--- src/rtl/umi_cmd_pkg.sv ---
`default_nettype none

// command field encodings for the packet memory interface
package umi_cmd_pkg;

   // 7-bit command, [2:0] low code, [6:3] high code
   typedef logic [6:0] cmd_t;

   // low code of a write command
   typedef logic [2:0] wr_code_t;

   // high code of an atomic, selects the operation
   typedef logic [3:0] atom_code_t;

   // write kinds, codes 5..7 reserved
   localparam wr_code_t WR_NORMAL   = 3'd0; // posted
   localparam wr_code_t WR_RESPONSE = 3'd1; // response to an earlier write
   localparam wr_code_t WR_SIGNAL   = 3'd2; // posted, end of transfer
   localparam wr_code_t WR_STREAM   = 3'd3; // posted, streaming
   localparam wr_code_t WR_ACK      = 3'd4; // acknowledged write

   // atomic kinds, codes 9..15 reserved
   localparam atom_code_t ATOM_ADD  = 4'd0;
   localparam atom_code_t ATOM_AND  = 4'd1;
   localparam atom_code_t ATOM_OR   = 4'd2;
   localparam atom_code_t ATOM_XOR  = 4'd3;
   localparam atom_code_t ATOM_MAX  = 4'd4; // signed
   localparam atom_code_t ATOM_MIN  = 4'd5; // signed
   localparam atom_code_t ATOM_MAXU = 4'd6;
   localparam atom_code_t ATOM_MINU = 4'd7;
   localparam atom_code_t ATOM_SWAP = 4'd8; // highest legal kind

   // low code that turns a non-write into an atomic
   localparam logic [2:0] ATOM_LOW_CODE = 3'd2;

endpackage

`default_nettype wire

--- src/rtl/umi_mem_pkg.sv ---
`default_nettype none

// word types on the memory side
package umi_mem_pkg;

   // one data word, no byte lanes
   typedef logic [31:0] data_t;

   // word address, not a byte address
   // upper bits beyond the array depth must be zero
   typedef logic [31:0] addr_t;

endpackage

`default_nettype wire

--- src/rtl/umi_decode.sv ---
`default_nettype none
`timescale 1ns/1ps

// sorts a command into its request class, purely combinational
module umi_decode
   import umi_cmd_pkg::*;
(
   input  cmd_t       command,
   input  logic       write,
   output logic       cmd_invalid,        // all-zero command
   output logic       cmd_read,           // any valid non-write
   output logic       cmd_atomic,         // read-modify-write
   output logic       cmd_write_normal,
   output logic       cmd_write_response,
   output logic       cmd_write_signal,
   output logic       cmd_write_stream,
   output logic       cmd_write_ack,
   output atom_code_t atom_kind,          // high code, meaningful for atomics
   output logic       atom_valid          // kind within the defined set
);

   wr_code_t low_code;

   assign low_code = command[2:0];

   // grouping
   assign cmd_invalid = ~|command;
   assign cmd_read    = ~write & ~cmd_invalid;
   assign cmd_atomic  = cmd_read & (low_code == ATOM_LOW_CODE);

   // write kinds, 5..7 match nothing
   assign cmd_write_normal   = write & (low_code == WR_NORMAL);
   assign cmd_write_response = write & (low_code == WR_RESPONSE);
   assign cmd_write_signal   = write & (low_code == WR_SIGNAL);
   assign cmd_write_stream   = write & (low_code == WR_STREAM);
   assign cmd_write_ack      = write & (low_code == WR_ACK);

   // atomic kind passed on as a code instead of one-hot lines
   assign atom_kind  = command[6:3];
   assign atom_valid = (atom_kind <= ATOM_SWAP); // swap is the last one

endmodule

`default_nettype wire

--- src/rtl/umi_mem_endpoint.sv ---
`default_nettype none
`timescale 1ns/1ps

// memory endpoint, request -> memory -> response
module umi_mem_endpoint
   import umi_cmd_pkg::*;
   import umi_mem_pkg::*;
#(
   parameter int DEPTH_LOG2 = 6 // 64 words
) (
   input  logic  clk,
   input  logic  rst_n,
   input  logic  req_valid,
   output logic  req_ready,
   input  cmd_t  req_cmd,
   input  logic  req_write,
   input  addr_t req_addr,
   input  data_t req_data,
   output logic  resp_valid,
   input  logic  resp_ready,
   output data_t resp_data,
   output logic  resp_ack,
   output logic  resp_err
);

   // request stage to memory stage
   logic       rq_valid;
   logic       rq_ready;
   addr_t      rq_addr;
   data_t      rq_data;
   logic       rq_read;
   logic       rq_atomic;
   atom_code_t rq_kind;
   logic       rq_write;
   logic       rq_posted;
   logic       rq_ack_write;
   logic       rq_bad;

   // memory stage to response stage
   logic       mm_valid;
   logic       mm_ready;
   data_t      mm_result;
   logic       mm_needs_resp;
   logic       mm_ack;
   logic       mm_err;

   umi_req_stage u_req (
      .clk          (clk),
      .rst_n        (rst_n),
      .in_valid     (req_valid),
      .in_ready     (req_ready),
      .cmd          (req_cmd),
      .write        (req_write),
      .addr         (req_addr),
      .data         (req_data),
      .out_valid    (rq_valid),
      .out_ready    (rq_ready),
      .out_addr     (rq_addr),
      .out_data     (rq_data),
      .is_read      (rq_read),
      .is_atomic    (rq_atomic),
      .is_write     (rq_write),
      .is_posted    (rq_posted),
      .is_ack_write (rq_ack_write),
      .is_bad       (rq_bad),
      .atom_kind    (rq_kind)
   );

   umi_mem_stage #(
      .DEPTH_LOG2 (DEPTH_LOG2)
   ) u_mem (
      .clk          (clk),
      .rst_n        (rst_n),
      .in_valid     (rq_valid),
      .in_ready     (rq_ready),
      .addr         (rq_addr),
      .data         (rq_data),
      .is_read      (rq_read),
      .is_atomic    (rq_atomic),
      .atom_kind    (rq_kind),
      .is_write     (rq_write),
      .is_posted    (rq_posted),
      .is_ack_write (rq_ack_write),
      .is_bad       (rq_bad),
      .out_valid    (mm_valid),
      .out_ready    (mm_ready),
      .result       (mm_result),
      .needs_resp   (mm_needs_resp),
      .ack          (mm_ack),
      .err          (mm_err)
   );

   umi_resp_stage u_resp (
      .clk        (clk),
      .rst_n      (rst_n),
      .in_valid   (mm_valid),
      .in_ready   (mm_ready),
      .result     (mm_result),
      .needs_resp (mm_needs_resp),
      .ack        (mm_ack),
      .err        (mm_err),
      .resp_valid (resp_valid),
      .resp_ready (resp_ready),
      .resp_data  (resp_data),
      .resp_ack   (resp_ack),
      .resp_err   (resp_err)
   );

endmodule

`default_nettype wire

--- src/rtl/umi_mem_stage.sv ---
`default_nettype none
`timescale 1ns/1ps

// word memory with atomic ALU, access happens on the load edge
module umi_mem_stage
   import umi_cmd_pkg::*;
   import umi_mem_pkg::*;
#(
   parameter int DEPTH_LOG2 = 6 // address bits that pick a word
) (
   input  logic       clk,
   input  logic       rst_n,
   input  logic       in_valid,
   output logic       in_ready,
   input  addr_t      addr,
   input  data_t      data,
   input  logic       is_read,
   input  logic       is_atomic,
   input  atom_code_t atom_kind,
   input  logic       is_write,
   input  logic       is_posted,
   input  logic       is_ack_write,
   input  logic       is_bad,
   output logic       out_valid,
   input  logic       out_ready,
   output data_t      result,
   output logic       needs_resp,
   output logic       ack,
   output logic       err
);

   localparam int DEPTH = 2 ** DEPTH_LOG2;

   data_t                 mem [DEPTH];
   logic [DEPTH_LOG2-1:0] word_idx;
   logic                  out_of_range;
   logic                  err_now;
   logic                  in_fire;
   logic                  do_store;
   data_t                 old_word;  // value before this access
   data_t                 atom_word; // value an atomic leaves behind
   data_t                 store_word;

   assign word_idx     = addr[DEPTH_LOG2-1:0];
   assign out_of_range = |(addr >> DEPTH_LOG2); // any bit above the array
   assign err_now      = is_bad | out_of_range;
   assign old_word     = mem[word_idx];

   assign in_ready = ~out_valid | out_ready;
   assign in_fire  = in_valid & in_ready;

   // atomic ALU
   always_comb begin
      case (atom_kind)
         ATOM_ADD:  atom_word = old_word + data; // wraps
         ATOM_AND:  atom_word = old_word & data;
         ATOM_OR:   atom_word = old_word | data;
         ATOM_XOR:  atom_word = old_word ^ data;
         ATOM_MAX:  atom_word = ($signed(data) > $signed(old_word)) ? data : old_word;
         ATOM_MIN:  atom_word = ($signed(data) < $signed(old_word)) ? data : old_word;
         ATOM_MAXU: atom_word = (data > old_word) ? data : old_word;
         ATOM_MINU: atom_word = (data < old_word) ? data : old_word;
         ATOM_SWAP: atom_word = data;
         default:   atom_word = old_word; // reserved, flagged bad upstream
      endcase
   end

   // errored items never touch the array
   assign do_store   = in_fire & ~err_now & (is_write | is_atomic);
   assign store_word = is_atomic ? atom_word : data;

   always_ff @(posedge clk) begin
      if (do_store) begin
         mem[word_idx] <= store_word;
      end
   end

   always_ff @(posedge clk) begin
      if (!rst_n) begin
         out_valid <= 1'b0;
      end else if (in_fire) begin
         out_valid <= 1'b1;
      end else if (out_ready) begin
         out_valid <= 1'b0;
      end
   end

   always_ff @(posedge clk) begin
      if (in_fire) begin
         // reads and atomics hand back the old word
         result     <= (is_read | is_atomic) ? old_word : '0;
         needs_resp <= ~(is_posted & ~err_now); // posted writes stay silent
         ack        <= is_ack_write & ~err_now;
         err        <= err_now;
      end
   end

endmodule

`default_nettype wire

--- src/rtl/umi_req_stage.sv ---
`default_nettype none
`timescale 1ns/1ps

// input slot, holds one request with its decoded class
module umi_req_stage
   import umi_cmd_pkg::*;
   import umi_mem_pkg::*;
(
   input  logic       clk,
   input  logic       rst_n,
   input  logic       in_valid,
   output logic       in_ready,
   input  cmd_t       cmd,
   input  logic       write,
   input  addr_t      addr,
   input  data_t      data,
   output logic       out_valid,
   input  logic       out_ready,
   output addr_t      out_addr,
   output data_t      out_data,
   output logic       is_read,
   output logic       is_atomic,
   output logic       is_write,
   output logic       is_posted,
   output logic       is_ack_write,
   output logic       is_bad,
   output atom_code_t atom_kind
);

   logic       dec_invalid;
   logic       dec_read;
   logic       dec_atomic;
   logic       dec_normal;
   logic       dec_response;
   logic       dec_signal;
   logic       dec_stream;
   logic       dec_ack;
   atom_code_t dec_kind;
   logic       dec_kind_ok;
   logic       dec_reserved; // write with codes 5..7
   logic       dec_posted;
   logic       in_fire;

   umi_decode u_decode (
      .command            (cmd),
      .write              (write),
      .cmd_invalid        (dec_invalid),
      .cmd_read           (dec_read),
      .cmd_atomic         (dec_atomic),
      .cmd_write_normal   (dec_normal),
      .cmd_write_response (dec_response),
      .cmd_write_signal   (dec_signal),
      .cmd_write_stream   (dec_stream),
      .cmd_write_ack      (dec_ack),
      .atom_kind          (dec_kind),
      .atom_valid         (dec_kind_ok)
   );

   assign dec_posted   = dec_normal | dec_signal | dec_stream;
   assign dec_reserved = write & ~(dec_posted | dec_response | dec_ack);

   // slot free, or its item leaves this cycle
   assign in_ready = ~out_valid | out_ready;
   assign in_fire  = in_valid & in_ready;

   always_ff @(posedge clk) begin
      if (!rst_n) begin
         out_valid <= 1'b0;
      end else if (in_fire) begin
         out_valid <= 1'b1;
      end else if (out_ready) begin
         out_valid <= 1'b0; // drained
      end
   end

   // payload and class flags, no reset
   always_ff @(posedge clk) begin
      if (in_fire) begin
         out_addr     <= addr;
         out_data     <= data;
         is_read      <= dec_read & ~dec_atomic; // plain read only
         is_atomic    <= dec_atomic;
         atom_kind    <= dec_kind;
         is_posted    <= dec_posted;
         is_write     <= dec_posted | dec_ack;
         is_ack_write <= dec_ack;
         // nothing this endpoint can serve
         is_bad       <= dec_invalid | dec_response | dec_reserved
                         | (dec_atomic & ~dec_kind_ok);
      end
   end

endmodule

`default_nettype wire

--- src/rtl/umi_resp_stage.sv ---
`default_nettype none
`timescale 1ns/1ps

// output slot, drops posted writes and presents responses
module umi_resp_stage
   import umi_mem_pkg::*;
(
   input  logic  clk,
   input  logic  rst_n,
   input  logic  in_valid,
   output logic  in_ready,
   input  data_t result,
   input  logic  needs_resp,
   input  logic  ack,
   input  logic  err,
   output logic  resp_valid,
   input  logic  resp_ready,
   output data_t resp_data,
   output logic  resp_ack,
   output logic  resp_err
);

   logic in_fire;

   assign in_ready = ~resp_valid | resp_ready;
   assign in_fire  = in_valid & in_ready;

   // every item is taken, only the ones that answer occupy the slot
   always_ff @(posedge clk) begin
      if (!rst_n) begin
         resp_valid <= 1'b0;
      end else if (in_fire) begin
         resp_valid <= needs_resp; // posted write consumed here
      end else if (resp_ready) begin
         resp_valid <= 1'b0;
      end
   end

   always_ff @(posedge clk) begin
      if (in_fire) begin
         resp_data <= (ack | err) ? '0 : result; // no payload on acks and errors
         resp_ack  <= ack;
         resp_err  <= err;
      end
   end

endmodule

`default_nettype wire

--- config.mk ---
export PLATFORM = sky130hd
export DESIGN_NAME = umi_mem_endpoint
export DESIGN_NICKNAME = d
export VERILOG_FILES = /design/src/rtl/umi_cmd_pkg.sv /design/src/rtl/umi_mem_pkg.sv /design/src/rtl/umi_decode.sv /design/src/rtl/umi_mem_endpoint.sv /design/src/rtl/umi_mem_stage.sv /design/src/rtl/umi_req_stage.sv /design/src/rtl/umi_resp_stage.sv
export SDC_FILE = /design/constraint.sdc
export NUM_CORES = 2
export LEC_CHECK = 0
export ABC_AREA = 1
export ABC_CLOCK_PERIOD_IN_PS = 16790
export BUFFER_PORTS_ARGS = -buffer_cell sky130_fd_sc_hd__buf_2
export CAP_MARGIN = 10
export CELL_PAD_IN_SITES_DETAIL_PLACEMENT = 0
export CELL_PAD_IN_SITES_GLOBAL_PLACEMENT = 1
export CORE_MARGIN = 4
export CORE_UTILIZATION = 45
export CTS_CLUSTER_DIAMETER = 120
export DETAILED_ROUTE_END_ITERATION = 10
export GPL_ROUTABILITY_DRIVEN = 0
export PLACE_DENSITY_LB_ADDON = 0.15
export SYNTH_ARGS = -nofsm -noshare
export SYNTH_HDL_FRONTEND = slang
export SYNTH_SLANG_ARGS = --single-unit
--- constraint.sdc ---
create_clock -name clk -period 16.79 [get_ports clk]
set_clock_uncertainty 0.15 [all_clocks]
set_input_delay 1.679 -clock clk [delete_from_list [all_inputs] [get_ports clk]]
set_output_delay 1.679 -clock clk [all_outputs]
set_load 0.005 [all_outputs]
==> qor.yml <==
layout:
  fin_cells: 10459
  nets: 7770
  n_fill_cell: 17818
  syn2layout_area_growth_pct: 11.0
  drive_above_1_share_pct: 9.99
floorplan:
  start_util_pct: 45.4
  core_area_sq_um: 203000
  die-area_sq_um: 212000
  row_count: 165
  die_w_um: 460
  pin_count: 112
  chipHeight_um: 460
worst_setup_path:
  critPathMaxFanout: 111
  cp-end-kind: "register"
  crit_slowest_cell: "a21oi_4"
  required_ns: 17.22
  criticalPathCategory: "register to register"
  ff2ff_path_depth: 29
  crit_arrival_ns: 9.83
  crit_top_cell: "nand2_1"
  cpPeakStageDelay_ns: 1.00
  cp-start-kind: "register"
routing:
  drc: 0
  ant_nets: 0
  drt_iter0_drc: 7406
  via_count: 62025
  vias_per_cell: 5.93
  drtPass1Iterations: 9
  avgRoutedWirePerCell_um: 27.8
  finalWirelength_um: 290000
power:
  power_density_nw_per_um2: 120
  ir_drop_mv: 0.109
  p_leak_uw: 0.0345
timing:
  finalSetupTns_ns: 0
  slew_viol_final: 0
  fmax_ghz: 0.106
  min_period_ns: 9.40
  relSlewSlack_pct: 16.2
  hold_viol_final: 0
  period_share_pct: 56.0
  max_slew.worst_pin.slew_ns: 1.25
  rsz0062_at_grt: "false"
  setup_violations: 0
cts:
  hold_buffers: 0
  clkSlewWorstSetupHoldPaths_ns: 0.06
  cts_max_level: 4
  post_cts.repair.setup_buffers: 0
  cts_inserted_buffers: 228
  insertion_delay_ns: 0.87
  cts_tree: "yes"
  root_buffer: "clkbuf_16"
  cts_resized: 0
  cts.path.max_buffers: 3
  cts.sinks: 2200
logic_synthesis:
  syn_area_sq_um: 92000
  ys_seq_area_share_pct: 71.7
  syn_area_per_cell_sq_um: 12.1
  synthTopCellsByArea: "edfxtp_1 72%, nand2_1 5.0%, nand3_1 4.5%"
  syn_nets: 7759
  async_reset_ff_share_pct: 0
  yosys_warnings: 0
  synthCells: 7586
  yosys_most_used_dff: "edfxtp_1"
  synth_edf_count: 2191
  yosysTopAreaCellShare_pct: 71.5
  synth-seq-cells: 2200
  yosysUniqueCellTypes: 55
  yosysTopAreaCell: "edfxtp_1"
grt:
  grt_overflow: 0
  grt_pass1_vias: 57968
  grt_max_degree: 203
  antenna_found_initial: 20
  grt_util_all_layers_pct: 27.0
  grt_pass1_wl_um: 415000
placement:
  port-buffer-count: 111
  place_inst: 10038
  dp_hpwl_um: 150000
min_path:
  hp-class: "register to register"
  min_path_cells: 0
job:
  maxCapViolCount: 0
status:
  outcome: "finished clean"
## where the power goes
group	internal (uW)	switching [uW]
clock network	2650	2110
logic	317	1040
registers	6150	31.1
## through the flow
stage	util, %	area (sq um)	power (uW)	setup slack, ns	hold WS [ns]
final	50.4	102000	12300	7.39	0.300
after global routing	50.4	102000	12700	6.97	0.328
after CTS	50.3	102000	12400	7.64	0.306
after detailed placement	46.9	95100	7630	7.68	0.296
after global placement	46.9	95100	7620	7.75	0.293
after floorplan	-	92000	7120	11.09	0.267
## per-layer routing
layer / global-route usage, % / part of all wire [%] / up-vias
li1: - / - / 27564
met1: 39.4 / 43 / 31503
met2: 41.6 / 46 / 2519
met3: 3.61 / 7.4 / 435
met4: 9.56 / 3.7 / 4
met5: 0 / 0.0086 / -
## cells by family (layout without fill, tap and decap cells)
logic type      after synthesis  count (layout)  synth area share (%)
buf+inv                     697             889                  3.96
compound gates             1467            1467                  8.81
fa+ha+maj                    97              97                  1.33
simple gates               3125            3125                  14.2
other cells                   0               9                     0
flops                      2200            2200                  71.7
## final cells by class
class	instances	area (sq um)	share of cell area [%]
diodes	9	22.5	0.0221
flip-flops and latches	2200	66000	64.6
clock buffers	273	5870	5.75
repair buffers	275	1920	1.88
multi-input cells	4689	23100	22.6
well taps	2672	3340	3.27
inverters	203	800	0.783
clock inverters	138	1090	1.06
## placed cells by master (no fill, tap or decap), drive strengths merged, types with 11 or more instances in the layout
cell,count
nand4,31
o21ai,859
inv,211
edfxtp,2191
o22ai,383
nor4,14
nor3,15
a21oi,157
a211oi,15
bufinv,11
nor2,982
nand3,828
ha,96
clkbuf,273
nand2,1243
clkinv,111
buf,275
## worst max-delay path, delay by kind of cell (launching register included)
kind                       cells  cell delay [ns]
AOI/OAI and AO/OA              7             2.21
adders and majority gates      1             0.40
buffers and inverters          8             4.04
DFF                            1             0.55
and+or+nand+nor               13             1.36
## path summary, 6_finish.rpt
| path | end | slack, ns | from |
|---|---|---|---|
| hold reg to reg | u_resp.resp_err | 0.30 | u_mem.err |
| setup reg to reg | u_mem.mem[43][10] | 7.39 | register |
| hold / removal | u_resp.resp_err | 0.30 | u_mem.err |
| setup / recovery | u_mem.mem[43][10] | 7.39 | register |
## synth_stat cells, drive strengths merged (3+ instances only)
master   instances
o31ai            3
inv            200
clkinv           3
o21ai          859
nand3          828
nand2         1243
nor4            14
clkbuf         148
ha              96
o221ai          10
o2111ai          3
a221oi           8
or2              5
nand4           31
nor3            15
a21o             3
o21a             7
edfxtp        2191
buf            346
a2111oi          6
nor2           982
a211oi          15
o211ai           6
a21oi          157
o22ai          383
dfxtp            9
## flip-flops by register name, summed over array words and instances (netlist names), 4 cells and up, named ones only
register / flops
u_req.out_addr: 32
u_mem.mem: 2048
u_req.atom_kind: 4
u_mem.result: 32
u_req.out_data: 32
u_resp.resp_data: 32
No activity file was read; power rests on OpenSTA's default activity.
